## config.mk

```make
export PLATFORM = sky130hd
export DESIGN_NAME = pinmux_top
export DESIGN_NICKNAME = d
export VERILOG_FILES = /design/src/logic/pinmux_pkg.sv /design/src/logic/pinmux_regs.sv /design/src/logic/tick_gen.sv /design/src/logic/pwm_gen.sv /design/src/logic/pad_mux.sv /design/src/logic/pinmux_top.sv
export SDC_FILE = /design/constraint.sdc
export NUM_CORES = 1
export LEC_CHECK = 0
export BUFFER_PORTS_ARGS = -buffer_cell sky130_fd_sc_hd__buf_4
export CORE_MARGIN = 1
export CORE_UTILIZATION = 50
export DETAILED_ROUTE_END_ITERATION = 6
export PLACE_DENSITY = 0.7
export SLEW_MARGIN = 20
export SYNTH_ARGS = -nofsm -noshare
export SYNTH_HDL_FRONTEND = slang
export SYNTH_SLANG_ARGS = --single-unit
```

## constraint.sdc

```tcl
create_clock -name mclk -period 4.4 [get_ports mclk]
set_input_delay 0.44 -clock mclk [delete_from_list [all_inputs] [get_ports mclk]]
set_output_delay 0.44 -clock mclk [all_outputs]
set_load 0.01 [all_outputs]
```

## src/logic/pinmux_pkg.sv

```systemverilog
/*
 * Pad multiplexer shared definitions
 * Widths, register word map, pad assignments and the structs that
 * carry the register bus and the pad configuration between blocks
 */
package pinmux_pkg;

  // --------------------------------------------------------------------
  // Widths and counts
  // --------------------------------------------------------------------
  localparam int NUM_PADS  = 16;
  localparam int NUM_PWM   = 4;
  localparam int DATA_W    = 32;
  localparam int BE_W      = DATA_W / 8;
  localparam int ADDR_W    = 4;
  localparam int PWM_CNT_W = 16;
  localparam int PWM_IDX_W = $clog2(NUM_PWM);
  localparam int DIV_W     = 10;
  // 1 us ticks per 1 ms tick
  localparam int US_PER_MS = 1000;
  localparam int MS_CNT_W  = $clog2(US_PER_MS);
  // PWM enables plus one UART enable
  localparam int FUNC_W        = NUM_PWM + 1;
  localparam int FUNC_UART_BIT = NUM_PWM;

  // --------------------------------------------------------------------
  // Register word addresses
  // --------------------------------------------------------------------
  localparam logic [ADDR_W-1:0] ADDR_GPIO_OUT = 4'd0;
  localparam logic [ADDR_W-1:0] ADDR_GPIO_DIR = 4'd1;
  localparam logic [ADDR_W-1:0] ADDR_FUNC_SEL = 4'd2;
  // Read only
  localparam logic [ADDR_W-1:0] ADDR_GPIO_IN  = 4'd3;
  localparam logic [ADDR_W-1:0] ADDR_TICK_DIV = 4'd4;
  // Channel k at base + k
  localparam logic [ADDR_W-1:0] ADDR_PWM_BASE = 4'd8;

  // Divider after reset, 10 MHz clock gives 1 us
  localparam logic [DIV_W-1:0] TICK_DIV_RST = 10'd9;

  // --------------------------------------------------------------------
  // Pad assignments
  // --------------------------------------------------------------------
  localparam int PAD_UART_RX  = 1;
  localparam int PAD_UART_TX  = 2;
  localparam int PAD_PWM_BASE = 4;

  // --------------------------------------------------------------------
  // Bus and configuration structs
  // --------------------------------------------------------------------
  typedef struct packed {
    logic              wr;
    logic [ADDR_W-1:0] addr;
    logic [DATA_W-1:0] wdata;
    logic [BE_W-1:0]   be;
  } reg_req_t;

  typedef struct packed {
    logic [DATA_W-1:0] rdata;
  } reg_rsp_t;

  // Low length in the upper half word
  typedef struct packed {
    logic [PWM_CNT_W-1:0] low;
    logic [PWM_CNT_W-1:0] high;
  } pwm_cfg_t;

  typedef struct packed {
    logic [NUM_PADS-1:0] gpio_out;
    logic [NUM_PADS-1:0] gpio_dir;
    logic [NUM_PWM-1:0]  pwm_enb;
    logic                uart_enb;
  } pad_cfg_t;

endpackage

```

## src/logic/pinmux_regs.sv

```systemverilog
/*
 * Pad multiplexer register bank
 * Valid/ready request bus with a one-entry response slot,
 * byte-enabled writes to GPIO, function select, divider and PWM words,
 * and a two-flop synchronizer on the pad inputs for GPIO reads
 */
module pinmux_regs (
  input  logic                                           mclk,
  input  logic                                           reset_i,
  // Request side
  input  pinmux_pkg::reg_req_t                           req_i,
  input  logic                                           req_valid_i,
  output logic                                           req_ready_o,
  // Response side
  output pinmux_pkg::reg_rsp_t                           rsp_o,
  output logic                                           rsp_valid_o,
  input  logic                                           rsp_ready_i,
  // Raw pad levels
  input  logic [pinmux_pkg::NUM_PADS-1:0]                pad_in_i,
  // Configuration out
  output pinmux_pkg::pad_cfg_t                           pad_cfg_o,
  output logic [pinmux_pkg::DIV_W-1:0]                   tick_div_o,
  output pinmux_pkg::pwm_cfg_t [pinmux_pkg::NUM_PWM-1:0] pwm_cfg_o
);

  import pinmux_pkg::*;

  // Configuration state
  logic [NUM_PADS-1:0]           gpio_out_q;
  logic [NUM_PADS-1:0]           gpio_dir_q;
  logic [FUNC_W-1:0]             func_sel_q;
  logic [DIV_W-1:0]              tick_div_q;
  pwm_cfg_t [NUM_PWM-1:0]        pwm_cfg_q;

  // Pad input synchronizer
  logic [NUM_PADS-1:0]           pad_meta_q;
  logic [NUM_PADS-1:0]           pad_sync_q;

  // Decode and data paths
  logic                          accept;
  logic                          pwm_hit;
  logic [PWM_IDX_W-1:0]          pwm_idx;
  logic [DATA_W-1:0]             rd_data;
  logic [DATA_W-1:0]             wr_data;

  // Old word with the enabled bytes replaced
  function automatic logic [DATA_W-1:0] be_merge(input logic [DATA_W-1:0] old_val,
                                                 input logic [DATA_W-1:0] new_val,
                                                 input logic [BE_W-1:0]   be);
    logic [DATA_W-1:0] res;
    res = old_val;
    for (int b = 0; b < BE_W; b++) begin
      if (be[b]) begin
        res[8*b +: 8] = new_val[8*b +: 8];
      end
    end
    return res;
  endfunction

  // --------------------------------------------------------------------
  // Handshake
  // --------------------------------------------------------------------
  // One request in flight, so ready only while the slot is empty
  assign req_ready_o = ~rsp_valid_o;
  assign accept      = req_valid_i & req_ready_o;

  // PWM words sit in a contiguous window
  assign pwm_hit = (req_i.addr >= ADDR_PWM_BASE) &&
                   (req_i.addr <  ADDR_PWM_BASE + ADDR_W'(NUM_PWM));
  assign pwm_idx = PWM_IDX_W'(req_i.addr - ADDR_PWM_BASE);

  // --------------------------------------------------------------------
  // Read mux
  // --------------------------------------------------------------------
  // Also the old value for the byte merge on writes
  always_comb begin
    rd_data = '0;
    case (req_i.addr)
      ADDR_GPIO_OUT: rd_data = DATA_W'(gpio_out_q);
      ADDR_GPIO_DIR: rd_data = DATA_W'(gpio_dir_q);
      ADDR_FUNC_SEL: rd_data = DATA_W'(func_sel_q);
      ADDR_GPIO_IN:  rd_data = DATA_W'(pad_sync_q);
      ADDR_TICK_DIV: rd_data = DATA_W'(tick_div_q);
      default: begin
        if (pwm_hit) begin
          rd_data = pwm_cfg_q[pwm_idx];
        end
      end
    endcase
  end

  assign wr_data = be_merge(rd_data, req_i.wdata, req_i.be);

  // --------------------------------------------------------------------
  // Register writes
  // --------------------------------------------------------------------
  always_ff @(posedge mclk) begin
    if (reset_i) begin
      gpio_out_q <= '0;
      gpio_dir_q <= '0;
      func_sel_q <= '0;
      tick_div_q <= TICK_DIV_RST;
      pwm_cfg_q  <= '0;
    end else if (accept && req_i.wr) begin
      case (req_i.addr)
        ADDR_GPIO_OUT: gpio_out_q <= wr_data[NUM_PADS-1:0];
        ADDR_GPIO_DIR: gpio_dir_q <= wr_data[NUM_PADS-1:0];
        ADDR_FUNC_SEL: func_sel_q <= wr_data[FUNC_W-1:0];
        ADDR_TICK_DIV: tick_div_q <= wr_data[DIV_W-1:0];
        // GPIO_IN and holes drop the write
        default: begin
          if (pwm_hit) begin
            pwm_cfg_q[pwm_idx] <= wr_data;
          end
        end
      endcase
    end
  end

  // --------------------------------------------------------------------
  // Response slot
  // --------------------------------------------------------------------
  // Filled on accept, drained when the consumer takes it
  always_ff @(posedge mclk) begin
    if (reset_i) begin
      rsp_valid_o <= 1'b0;
    end else if (accept) begin
      rsp_valid_o <= 1'b1;
    end else if (rsp_ready_i) begin
      rsp_valid_o <= 1'b0;
    end
  end

  // Held while the slot waits; writes answer zero
  always_ff @(posedge mclk) begin
    if (accept) begin
      rsp_o.rdata <= req_i.wr ? '0 : rd_data;
    end
  end

  // Two stages, level visible to reads two cycles later
  always_ff @(posedge mclk) begin
    pad_meta_q <= pad_in_i;
    pad_sync_q <= pad_meta_q;
  end

  // Outputs to the datapath
  assign pad_cfg_o.gpio_out = gpio_out_q;
  assign pad_cfg_o.gpio_dir = gpio_dir_q;
  assign pad_cfg_o.pwm_enb  = func_sel_q[NUM_PWM-1:0];
  assign pad_cfg_o.uart_enb = func_sel_q[FUNC_UART_BIT];
  assign tick_div_o         = tick_div_q;
  assign pwm_cfg_o          = pwm_cfg_q;

endmodule

```

## src/logic/tick_gen.sv

```systemverilog
/*
 * Tick generator
 * Divides mclk down to a 1 us pulse with a programmable divider,
 * then counts 1 us pulses into a 1 ms pulse
 */
module tick_gen (
  input  logic                         mclk,
  input  logic                         reset_i,
  input  logic [pinmux_pkg::DIV_W-1:0] tick_div_i,
  output logic                         tick_1us_o,
  output logic                         tick_1ms_o
);

  import pinmux_pkg::*;

  logic [DIV_W-1:0]    us_cnt;
  logic                us_wrap;
  logic [MS_CNT_W-1:0] ms_cnt;
  logic                ms_last;

  // --------------------------------------------------------------------
  // 1 us divider
  // --------------------------------------------------------------------
  // Compare with >= so a smaller new divider restarts the count
  assign us_wrap = (us_cnt >= tick_div_i);

  // Counts 0..div, one pulse per div+1 cycles
  always_ff @(posedge mclk) begin
    if (reset_i) begin
      us_cnt     <= '0;
      tick_1us_o <= 1'b0;
    end else begin
      tick_1us_o <= us_wrap;
      if (us_wrap) begin
        us_cnt <= '0;
      end else begin
        us_cnt <= us_cnt + 1'b1;
      end
    end
  end

  // --------------------------------------------------------------------
  // 1 ms counter
  // --------------------------------------------------------------------
  assign ms_last = (ms_cnt == MS_CNT_W'(US_PER_MS - 1));

  always_ff @(posedge mclk) begin
    if (reset_i) begin
      ms_cnt <= '0;
    end else if (tick_1us_o) begin
      ms_cnt <= ms_last ? '0 : ms_cnt + 1'b1;
    end
  end

  // Coincides with every thousandth 1 us pulse
  assign tick_1ms_o = tick_1us_o & ms_last;

endmodule

```

## src/logic/pwm_gen.sv

```systemverilog
/*
 * PWM channel
 * High and low phase lengths counted in 1 ms ticks,
 * starts high on enable and idles low when disabled
 */
module pwm_gen (
  input  logic                 mclk,
  input  logic                 reset_i,
  input  logic                 tick_1ms_i,
  input  logic                 enb_i,
  input  pinmux_pkg::pwm_cfg_t cfg_i,
  output logic                 wfm_o
);

  import pinmux_pkg::*;

  logic                 run_q;
  logic [PWM_CNT_W-1:0] cnt_q;
  logic [PWM_CNT_W-1:0] cfg_len;
  logic [PWM_CNT_W-1:0] phase_len;
  logic                 phase_done;

  // --------------------------------------------------------------------
  // Phase length
  // --------------------------------------------------------------------
  // Current phase picks high or low length
  assign cfg_len = wfm_o ? cfg_i.high : cfg_i.low;

  // Zero length behaves as one tick
  assign phase_len = (cfg_len == '0) ? PWM_CNT_W'(1) : cfg_len;

  // >= so a shortened phase ends on the next tick
  assign phase_done = (cnt_q >= phase_len - 1'b1);

  // --------------------------------------------------------------------
  // Phase counter
  // --------------------------------------------------------------------
  always_ff @(posedge mclk) begin
    if (reset_i) begin
      run_q <= 1'b0;
      wfm_o <= 1'b0;
      cnt_q <= '0;
    end else if (!enb_i) begin
      // Parked low, counter cleared
      run_q <= 1'b0;
      wfm_o <= 1'b0;
      cnt_q <= '0;
    end else if (!run_q) begin
      // First enabled cycle enters the high phase
      run_q <= 1'b1;
      wfm_o <= 1'b1;
      cnt_q <= '0;
    end else if (tick_1ms_i) begin
      if (phase_done) begin
        // Flip phase and reload
        wfm_o <= ~wfm_o;
        cnt_q <= '0;
      end else begin
        cnt_q <= cnt_q + 1'b1;
      end
    end
  end

endmodule

```

## src/logic/pad_mux.sv

```systemverilog
/*
 * Pad multiplexer
 * Picks the driver of each pad by priority: enabled UART or PWM
 * function first, then GPIO output when the direction bit is set,
 * otherwise the pad stays an input. Purely combinational
 */
module pad_mux (
  input  pinmux_pkg::pad_cfg_t                 pad_cfg_i,
  input  logic [pinmux_pkg::NUM_PWM-1:0]       pwm_wfm_i,
  input  logic                                 uart_txd_i,
  input  logic [pinmux_pkg::NUM_PADS-1:0]      pad_in_i,
  output logic [pinmux_pkg::NUM_PADS-1:0]      pad_out_o,
  output logic [pinmux_pkg::NUM_PADS-1:0]      pad_oen_o,
  output logic                                 uart_rxd_o
);

  import pinmux_pkg::*;

  // --------------------------------------------------------------------
  // Output data and output enable
  // --------------------------------------------------------------------
  // oen is active low, 1 leaves the pad as input
  always_comb begin
    // Lowest priority, GPIO per direction bit
    for (int p = 0; p < NUM_PADS; p++) begin
      pad_out_o[p] = pad_cfg_i.gpio_dir[p] & pad_cfg_i.gpio_out[p];
      pad_oen_o[p] = ~pad_cfg_i.gpio_dir[p];
    end

    // PWM channel k owns pad base + k
    for (int k = 0; k < NUM_PWM; k++) begin
      if (pad_cfg_i.pwm_enb[k]) begin
        pad_out_o[PAD_PWM_BASE + k] = pwm_wfm_i[k];
        pad_oen_o[PAD_PWM_BASE + k] = 1'b0;
      end
    end

    // UART takes both its pads
    if (pad_cfg_i.uart_enb) begin
      // TXD driven out
      pad_out_o[PAD_UART_TX] = uart_txd_i;
      pad_oen_o[PAD_UART_TX] = 1'b0;
      // RXD forced to input, whatever GPIO dir says
      pad_out_o[PAD_UART_RX] = 1'b0;
      pad_oen_o[PAD_UART_RX] = 1'b1;
    end
  end

  // --------------------------------------------------------------------
  // Input routing
  // --------------------------------------------------------------------
  // Held low while the UART is off
  assign uart_rxd_o = pad_cfg_i.uart_enb & pad_in_i[PAD_UART_RX];

endmodule

```

## src/logic/pinmux_top.sv

```systemverilog
/*
 * Pad multiplexer top level
 * Register bank, tick generator, four PWM channels and the pad mux
 * sharing 16 pads between GPIO, one UART and the PWM outputs
 */
module pinmux_top (
  input  logic                            mclk,
  input  logic                            reset_i,
  // Register bus
  input  pinmux_pkg::reg_req_t            req_i,
  input  logic                            req_valid_i,
  output logic                            req_ready_o,
  output pinmux_pkg::reg_rsp_t            rsp_o,
  output logic                            rsp_valid_o,
  input  logic                            rsp_ready_i,
  // UART core side
  input  logic                            uart_txd_i,
  output logic                            uart_rxd_o,
  // Pads
  input  logic [pinmux_pkg::NUM_PADS-1:0] pad_in_i,
  output logic [pinmux_pkg::NUM_PADS-1:0] pad_out_o,
  output logic [pinmux_pkg::NUM_PADS-1:0] pad_oen_o
);

  import pinmux_pkg::*;

  pad_cfg_t               pad_cfg;
  logic [DIV_W-1:0]       tick_div;
  pwm_cfg_t [NUM_PWM-1:0] pwm_cfg;
  logic                   tick_1ms;
  logic [NUM_PWM-1:0]     pwm_wfm;

  // --------------------------------------------------------------------
  // Configuration registers
  // --------------------------------------------------------------------
  pinmux_regs u_regs (
    .mclk        (mclk),
    .reset_i     (reset_i),
    .req_i       (req_i),
    .req_valid_i (req_valid_i),
    .req_ready_o (req_ready_o),
    .rsp_o       (rsp_o),
    .rsp_valid_o (rsp_valid_o),
    .rsp_ready_i (rsp_ready_i),
    .pad_in_i    (pad_in_i),
    .pad_cfg_o   (pad_cfg),
    .tick_div_o  (tick_div),
    .pwm_cfg_o   (pwm_cfg)
  );

  // 1 us pulse only feeds the 1 ms counter inside
  tick_gen u_tick (
    .mclk       (mclk),
    .reset_i    (reset_i),
    .tick_div_i (tick_div),
    .tick_1us_o (),
    .tick_1ms_o (tick_1ms)
  );

  // --------------------------------------------------------------------
  // PWM channels
  // --------------------------------------------------------------------
  for (genvar k = 0; k < NUM_PWM; k++) begin : g_pwm
    pwm_gen u_pwm (
      .mclk       (mclk),
      .reset_i    (reset_i),
      .tick_1ms_i (tick_1ms),
      .enb_i      (pad_cfg.pwm_enb[k]),
      .cfg_i      (pwm_cfg[k]),
      .wfm_o      (pwm_wfm[k])
    );
  end

  // Pad routing
  pad_mux u_pad_mux (
    .pad_cfg_i  (pad_cfg),
    .pwm_wfm_i  (pwm_wfm),
    .uart_txd_i (uart_txd_i),
    .pad_in_i   (pad_in_i),
    .pad_out_o  (pad_out_o),
    .pad_oen_o  (pad_oen_o),
    .uart_rxd_o (uart_rxd_o)
  );

endmodule

```

After elaboration in Yosys (flattened, before gate mapping). Index checks and enable logic that the tools add are counted.

Register bits after elaboration: 333. Input port bits: 62. Output and inout bits: 67.

Add/subtract/negate cells: 11. Magnitude comparators: 9. Equality and inequality tests: 13. Multiplexer cells: 52. Bitwise operators: 49. Reductions and logical operators: 28.

Operator list (count): $mux 16 (12); $pmux 32 s5 (1); $bwmux 128 (1); $mux 32 (3); $add 16x1->16 const B (4); $bmux 32 s2 (1); $demux 32 s2 (1); $ge 16x16->1 (4); $logic_not 16->1 (4); $sub 16x1->16 const B (4); $mux 8 (4); $not 1->1 (30); $mux 1 (26); $add 10x1->10 const B (2); $and 1x1->1 (19); $reduce_and 2->1 (8); $ne 2x2->1 const B (7); $reduce_or 3->1 (4); $eq 10x10->1 const B (1); $ge 10x10->1 (1); $mux 10 (1); $reduce_or 2->1 (5); $eq 4x2->1 const B (2); $eq 4x1->1 const B (1); 13 further kinds (16).

Logic depth before layout (Yosys ltp).
Depth in word-level cells: 8. Gate-level depth with buffers: 19. Depth with buffers taken out: 16.

By module. Synthesis repeated with hierarchy kept, for this count alone.

Cells, all modules: 2006. Area total of the unflattened synthesis: 18422.7 um^2.

Modules (own cells, without submodules): pinmux_regs (instances 1, cells an instance 1003, area an instance 10269.8 um^2, seq. area each 5124.9 um^2); pwm_gen at g_pwm[0].u_pwm ... (instances 3, cells an instance 209, area an instance 1694.1 um^2, seq. area each 360.3 um^2); pwm_gen at g_pwm[3].u_pwm (instances 1, cells an instance 207, area an instance 1694.1 um^2, seq. area each 360.3 um^2); tick_gen (instances 1, cells an instance 125, area an instance 1163.6 um^2, seq. area each 420.4 um^2); pad_mux (instances 1, cells an instance 44, area an instance 212.7 um^2, seq. area each 0.0 um^2).

Least setup slack after synthesis. OpenSTA, ideal clock, no wires.

Path kind: reg-to-reg. Start: register g_pwm[3].u_pwm.wfm_o. End: register g_pwm[3].u_pwm.cnt_q[10]. Library setup time: 0.132 ns. Data arrival time: 4.061 ns. Slack: 0.207 ns. Stages on the path, launching flop included: 19. Buffers on the path: 2. Path through: dfxtp_1 > buf_6 > nor3b_1 > o21ai_0 > nor4b_4 > and2b_1 > a211oi_1 > ha_1 > o221ai_1 > nor4_1 > xor2_1 > mux2i_1 > ha_1 > and4_1 > nand4_1 > a221o_1 > a31oi_2 > buf_2 > nor3_1.

Word-level cells in the longest chain between the ends: 6.

Ends and longest elaborated chain: start, declared (line pwm_gen.sv:12) `output logic wfm_o`; start signal, assigned (line pwm_gen.sv:56) `wfm_o <= ~wfm_o;`; $mux 16 (*) (line pwm_gen.sv:27) `assign cfg_len = wfm_o ? cfg_i.high : cfg_i.low;`; $logic_not 16->1 (line pwm_gen.sv:30) `assign phase_len = (cfg_len == '0) ? PWM_CNT_W'(1) : cfg_len;`; $mux 16 (*) (line pwm_gen.sv:30); $sub 16x1->16 (*) (line pwm_gen.sv:33) `assign phase_done = (cnt_q >= phase_len - 1'b1);`; $ge 16x16->1 (*) (line pwm_gen.sv:33); $mux 16 (*) (line pwm_gen.sv:54) `if (phase_done) begin`; end signal, assigned (line pwm_gen.sv:59) `cnt_q <= cnt_q + 1'b1;`; end, declared (line pwm_gen.sv:18) `logic [PWM_CNT_W-1:0] cnt_q;`.

Mark *: on every way between the ends. The rest lies on a longest branch, timed or not. A chain may end at the register's enable or synchronous reset.

Worst setup path in the final report.
Start: register g_pwm[2].u_pwm.wfm_o. End: register g_pwm[2].u_pwm.cnt_q[9].

Word-level cells in the longest chain between the ends: 6.

Ends and longest elaborated chain (line): start, declared (pwm_gen.sv:12); start signal, assigned (pwm_gen.sv:56); $mux 16 (*) (pwm_gen.sv:27); $logic_not 16->1 (pwm_gen.sv:30); $mux 16 (*) (pwm_gen.sv:30); $sub 16x1->16 (*) (pwm_gen.sv:33); $ge 16x16->1 (*) (pwm_gen.sv:33); $mux 16 (*) (pwm_gen.sv:54); end signal, assigned (pwm_gen.sv:59); end, declared (pwm_gen.sv:18).

Marks and branches as above.

==> results list <==
- Inserted Clock Buffers: 39
* Core ar.: around 36000 um2
- Share of cell area taken by muxes after synthesis: about 8.7%
- Crit share post-route: 94.74%
* Cell-internal power: 5.406 mW
- The die covers 37610 um2.
- Type of destination of the critical path: flop
- At the end of the flow the core is filled with cells to between 60% and 70%.
- The synthesized design contains 32 enable-type register cells.
* Clk network pwr share: 46.0%
* Number of failing hold endpoints at the final stage: 0
- Antenna violations before repair: 0
- The detailed router finished its first iteration with 1495 violations.
* Initial cell density of the core: 51.28%
- Synth Flop Type: sky130_fd_sc_hd__dfxtp_1
* CTS Buffer Depth: 3
- Worst Skew: 0.01914 ns
- Signed area change from the synthesized netlist to the final layout: 18.09%
- For this design the ratio of total power to cell area is 333.2 nW/um2.
- Port buffering added 128 buffers.
- Placement Rows: 69
- CP Data Arrival Time: 4.59 ns
* Synthesized flop and latch total: roughly 330
* Residual antenna-violating net count after detailed routing: 0
* Mapped Avg Cell Area: 9.172 um2
- The number of buffers and inverters on the critical path is 2.
* Static power due to leakage: 7.756 nW
- Die boundary height: 193.9 um
- Counting distinct cell types in the post-synthesis netlist gives 95.
* Share of synthesized cell area in and, or, nand and nor gates: 21.26%
* Leading cell type in the layout, fill and taps excluded: sky130_fd_sc_hd__dfxtp_1
* Total count of max-transition violations in the final report: 0
- Using the TritonRoute via totals, the vias-per-cell ratio works out to 6.299.
- Asr flop ratio synth: 0%
* Most used cells in the layout excluding fill and tap cells: 300 x sky130_fd_sc_hd__dfxtp_1, 215 x sky130_fd_sc_hd__buf_4, 198 x sky130_fd_sc_hd__nor2_1, 137 x sky130_fd_sc_hd__nand2_1, 134 x sky130_fd_sc_hd__nor3_1
- For this run, the total global-route usage over all layers was measured as 31.30%.
- The number of global-route vias before repair is 15730.
* Area after DPL: ~20000 um2
- Clock latency reported for the late side of the worst-skew pair: about 0.57 ns
- Final WL: between 50 and 60 mm
* Cells after DPL: 2560
* Category of cells accounting for the largest share of critical-path delay: compound AO/OA/AOI/OAI gates
* Fraction of power consumed by sequential logic: 43.4%
- At the placement stage, the worst setup path has a slack of -0.09446 ns.
- Final HPWL DP: 43.79 mm
- Before antenna repair, the detailed router went through 5 iterations.
- The worst setup path is launched from a flop.
- Tightest hold margin: 0.05815 ns
- Worst-case headroom to the max-slew limit: 26.03%
* Area taken by multi-input logic gates: 10800 um2
- Die X-Extent: 193.9 um
* ANT cells: 0
- Critical Path, Cell by Cell: buf_12 -> mux2i_1 -> o21ai_1 -> nor2_1 -> a221oi_2 -> ha_1 -> o21ai_0 -> nor2_1 -> and4bb_2 -> xor2_1 -> ha_1 -> and4_1 -> o211ai_1 -> o31a_1 -> a31oi_2 -> buf_12 -> nor3_1
* Net switching power figure: roughly 1.8 mW
* Post-synthesis net count: 2154
* Area of all placed cells without fillers: 21750 um2
- Fraction of the mapped netlist area in compound gates: 15.80%
- Number of vias in the routed layout: 16700
- The setup check on the worst reg-to-reg path leaves a slack of 0.23 ns.
- Of the synthesized area, sequential elements account for between 30% and 40%.
- VDD sags by at most 0.0004743 V.
- The design draws 7.247 mW.
- Slack of the critical path: 0.2315 ns
- Longest individual stage delay on the worst path: between 0.5 and 0.6 ns
- On the critical path, the stage with the largest delay is an instance of sky130_fd_sc_hd__mux2i_1.
- Summing the areas of all xor and xnor instances in the mapped netlist gives 6.087% of the synthesized area.
- The cell area that synthesis handed to floorplanning was 18420 um2.
* Cell chosen for the clock root: sky130_fd_sc_hd__clkbuf_16
* Remaining Overflow, GRT: 0
- Worst-margin pin slew: between 1 and 1.5 ns
* CTS tree: yes
* Post-layout min period: 4.169 ns
- Of the total power, combinational logic draws 10.6%.
- Layout cells sized above 1: 18.63%
* Switching share of power: 25.41%
- Setup violations remaining at the end of the flow were counted as 0.
- For this design, the sink count on the clock tree is roughly 330.
- STA puts the critical path data required time at 4.82 ns.
- The H-tree was split into 2 levels.
- Critical path peak fanout: 33
* Max-cap check violation count: 0
- Timing would allow up to 239.9 MHz.
* Yosys warning total: 0
- The run finished with clean final reports.
- The count of cells in the finished layout, fillers not included, comes to 2651.
- Global-route wire length before repair: 92.19 mm
- Adder-cell area share of the yosys netlist: 5.707%
- Routed wirelength normalized by instance count: around 23 um
* Nets@finish: 2306
- FILL cells: 3095
* Sum Neg Setup Slack: 0 ns
* Number of DRC violations after detailed routing: 0
* Gate count of the mapped netlist: between 2000 and 2500
* Number of ports placed on the die boundary: 129
- The worst hold path belongs to the class input pin to flop.
- Classification of the worst setup path: flop to flop
* Clock transition at path regs: 0.06 ns
* Final weighted congestion in routability-driven placement: 1.022
- Entering global routing, the biggest net connects 101 pins.
- After synthesis, the largest family of logic cells by area is simple AND/OR/NAND/NOR gates.
* Sequential cell area: around 7000 um2
## cells in the mapped netlist (5+ instances only)
| cell | count | area share [%] |
|---|---|---|
| sky130_fd_sc_hd__a21oi_1 | 101 | 2.7 |
| sky130_fd_sc_hd__nor4_1 | 22 | 0.75 |
| sky130_fd_sc_hd__mux2_2 | 16 | 0.98 |
| sky130_fd_sc_hd__nor2b_1 | 29 | 0.99 |
| sky130_fd_sc_hd__o21ai_0 | 73 | 2.0 |
| sky130_fd_sc_hd__xnor2_1 | 59 | 2.8 |
| sky130_fd_sc_hd__o21ai_1 | 16 | 0.43 |
| sky130_fd_sc_hd__a21oi_2 | 5 | 0.24 |
| sky130_fd_sc_hd__o211ai_1 | 9 | 0.37 |
| sky130_fd_sc_hd__nand2_1 | 137 | 2.8 |
| sky130_fd_sc_hd__nor3_2 | 10 | 0.54 |
| sky130_fd_sc_hd__a211oi_1 | 93 | 3.8 |
| sky130_fd_sc_hd__nor3_1 | 138 | 3.8 |
| sky130_fd_sc_hd__xor2_1 | 69 | 3.3 |
| sky130_fd_sc_hd__a21o_1 | 6 | 0.24 |
| sky130_fd_sc_hd__nor2_1 | 198 | 4.0 |
| sky130_fd_sc_hd__a221oi_1 | 12 | 0.57 |
| sky130_fd_sc_hd__buf_4 | 13 | 0.53 |
| sky130_fd_sc_hd__o22ai_1 | 7 | 0.24 |
| sky130_fd_sc_hd__mux4_2 | 28 | 3.4 |
| sky130_fd_sc_hd__o21a_1 | 6 | 0.24 |
| sky130_fd_sc_hd__a31oi_1 | 12 | 0.41 |
| sky130_fd_sc_hd__buf_2 | 45 | 1.2 |
| sky130_fd_sc_hd__clkbuf_1 | 56 | 1.1 |
| sky130_fd_sc_hd__and4_1 | 17 | 0.81 |
| sky130_fd_sc_hd__mux4_1 | 6 | 0.86 |
| sky130_fd_sc_hd__mux2i_1 | 62 | 3.4 |
| sky130_fd_sc_hd__nor3b_1 | 31 | 1.3 |
| sky130_fd_sc_hd__o311ai_0 | 19 | 0.90 |
| sky130_fd_sc_hd__ha_1 | 84 | 5.7 |
| sky130_fd_sc_hd__and3_1 | 22 | 0.75 |
| sky130_fd_sc_hd__a311oi_1 | 6 | 0.29 |
| sky130_fd_sc_hd__a22oi_1 | 8 | 0.33 |
| sky130_fd_sc_hd__nand2b_1 | 14 | 0.48 |
| sky130_fd_sc_hd__inv_1 | 44 | 0.90 |
| sky130_fd_sc_hd__buf_6 | 6 | 0.37 |
| sky130_fd_sc_hd__and2_1 | 17 | 0.58 |
| sky130_fd_sc_hd__nand4_1 | 28 | 0.95 |
| sky130_fd_sc_hd__dfxtp_1 | 301 | 33 |
| sky130_fd_sc_hd__nand3_1 | 54 | 1.5 |
| sky130_fd_sc_hd__edfxtp_1 | 32 | 5.2 |
## layout make-up
type | count | area share [%]
multi-input cells | 1503 | 49.65
flip-flops and latches | 333 | 32.13
repair buffers | 238 | 8.762
clock buffers | 60 | 5.460
well taps | 461 | 2.652
inverters | 45 | 0.7767
clock inverters | 11 | 0.5696
## power by group through the flow
stage               logic [mW]  clock network [mW]  registers, mW
floorplan                0.472                   0           3.21
global placement         0.701                   0           3.21
detailed placement       0.718                   0           3.21
CTS                      0.735                3.36           3.14
global route             0.830                3.48           3.15
finish                   0.770                3.33           3.15
## per-layer routing
metal	part of all wire, %	GRT usage (%)	vias to the layer above
met5	0	0	-
li1	-	-	7739
met4	4.5	13.76	0
met2	45	48.51	778
met1	41	42.11	8018
met3	9.4	6.540	164
## worst reg2reg max path, cell delays in order, from the launching register on
cell                       delay [ns]
sky130_fd_sc_hd__dfxtp_1         0.37
sky130_fd_sc_hd__buf_12          0.24
sky130_fd_sc_hd__mux2i_1         0.55
sky130_fd_sc_hd__o21ai_1         0.22
sky130_fd_sc_hd__nor2_1          0.19
sky130_fd_sc_hd__a221oi_2        0.09
sky130_fd_sc_hd__ha_1            0.22
sky130_fd_sc_hd__o21ai_0         0.15
sky130_fd_sc_hd__nor2_1          0.13
sky130_fd_sc_hd__and4bb_2        0.25
sky130_fd_sc_hd__xor2_1          0.15
sky130_fd_sc_hd__ha_1            0.29
sky130_fd_sc_hd__and4_1          0.25
sky130_fd_sc_hd__o211ai_1        0.11
sky130_fd_sc_hd__o31a_1          0.33
sky130_fd_sc_hd__a31oi_2         0.26
sky130_fd_sc_hd__buf_12          0.18
sky130_fd_sc_hd__nor3_1          0.07
## final timing paths
check / startpoint / depth (start not counted) / end
worst max-delay path: g_pwm[2].u_pwm.wfm_o / 17 / g_pwm[2].u_pwm.cnt_q[9]
worst min-delay path: rsp_ready_i / 2 / u_regs.rsp_valid_o
worst max register to register: g_pwm[2].u_pwm.wfm_o / 17 / g_pwm[2].u_pwm.cnt_q[9]
worst min register to register: u_regs.pad_meta_q[5] / 0 / u_regs.pad_sync_q[5]
## flip-flops by register name (all words and copies together), names as in the netlist, 4 cells and up
| signal | cells |
|---|---|
| g_pwm.u_pwm.cnt_q | 64 |
| g_pwm.u_pwm.run_q | 4 |
| g_pwm.u_pwm.wfm_o | 4 |
| u_regs.func_sel_q | 5 |
| u_regs.gpio_dir_q | 16 |
| u_regs.gpio_out_q | 16 |
| u_regs.pad_meta_q | 16 |
| u_regs.pad_sync_q | 16 |
| u_regs.pwm_cfg_o | 128 |
| u_regs.rsp_o | 32 |
| u_regs.tick_div_o | 10 |
| u_tick.ms_cnt | 10 |
| u_tick.us_cnt | 10 |
## repair_timing
| action | 4_1_cts | 5_1_grt |
|---|---|---|
| endpoints found under the setup margin | 32 | 67 |
| resized for setup | 3 | 31 |
| pin swaps | 0 | 7 |
| hold buffers | 16 | 0 |
| gates cloned | 0 | 0 |
| hold endpoints to repair | 16 | 0 |
| setup buffers | 0 | 4 |
## kinds of logic (layout without fill, tap and decap cells)
| logic type | count (synthesis) | after routing |
|---|---|---|
| buffers and inverters | 172 | 354 |
| adders and majority gates | 84 | 84 |
| and+or+nand+nor | 754 | 754 |
| muxes | 113 | 113 |
| xor gates and xnor gates | 128 | 128 |
| DFF | 333 | 333 |
| AOI/OAI and AO/OA | 424 | 424 |
(Power assumes the default switching activity.)
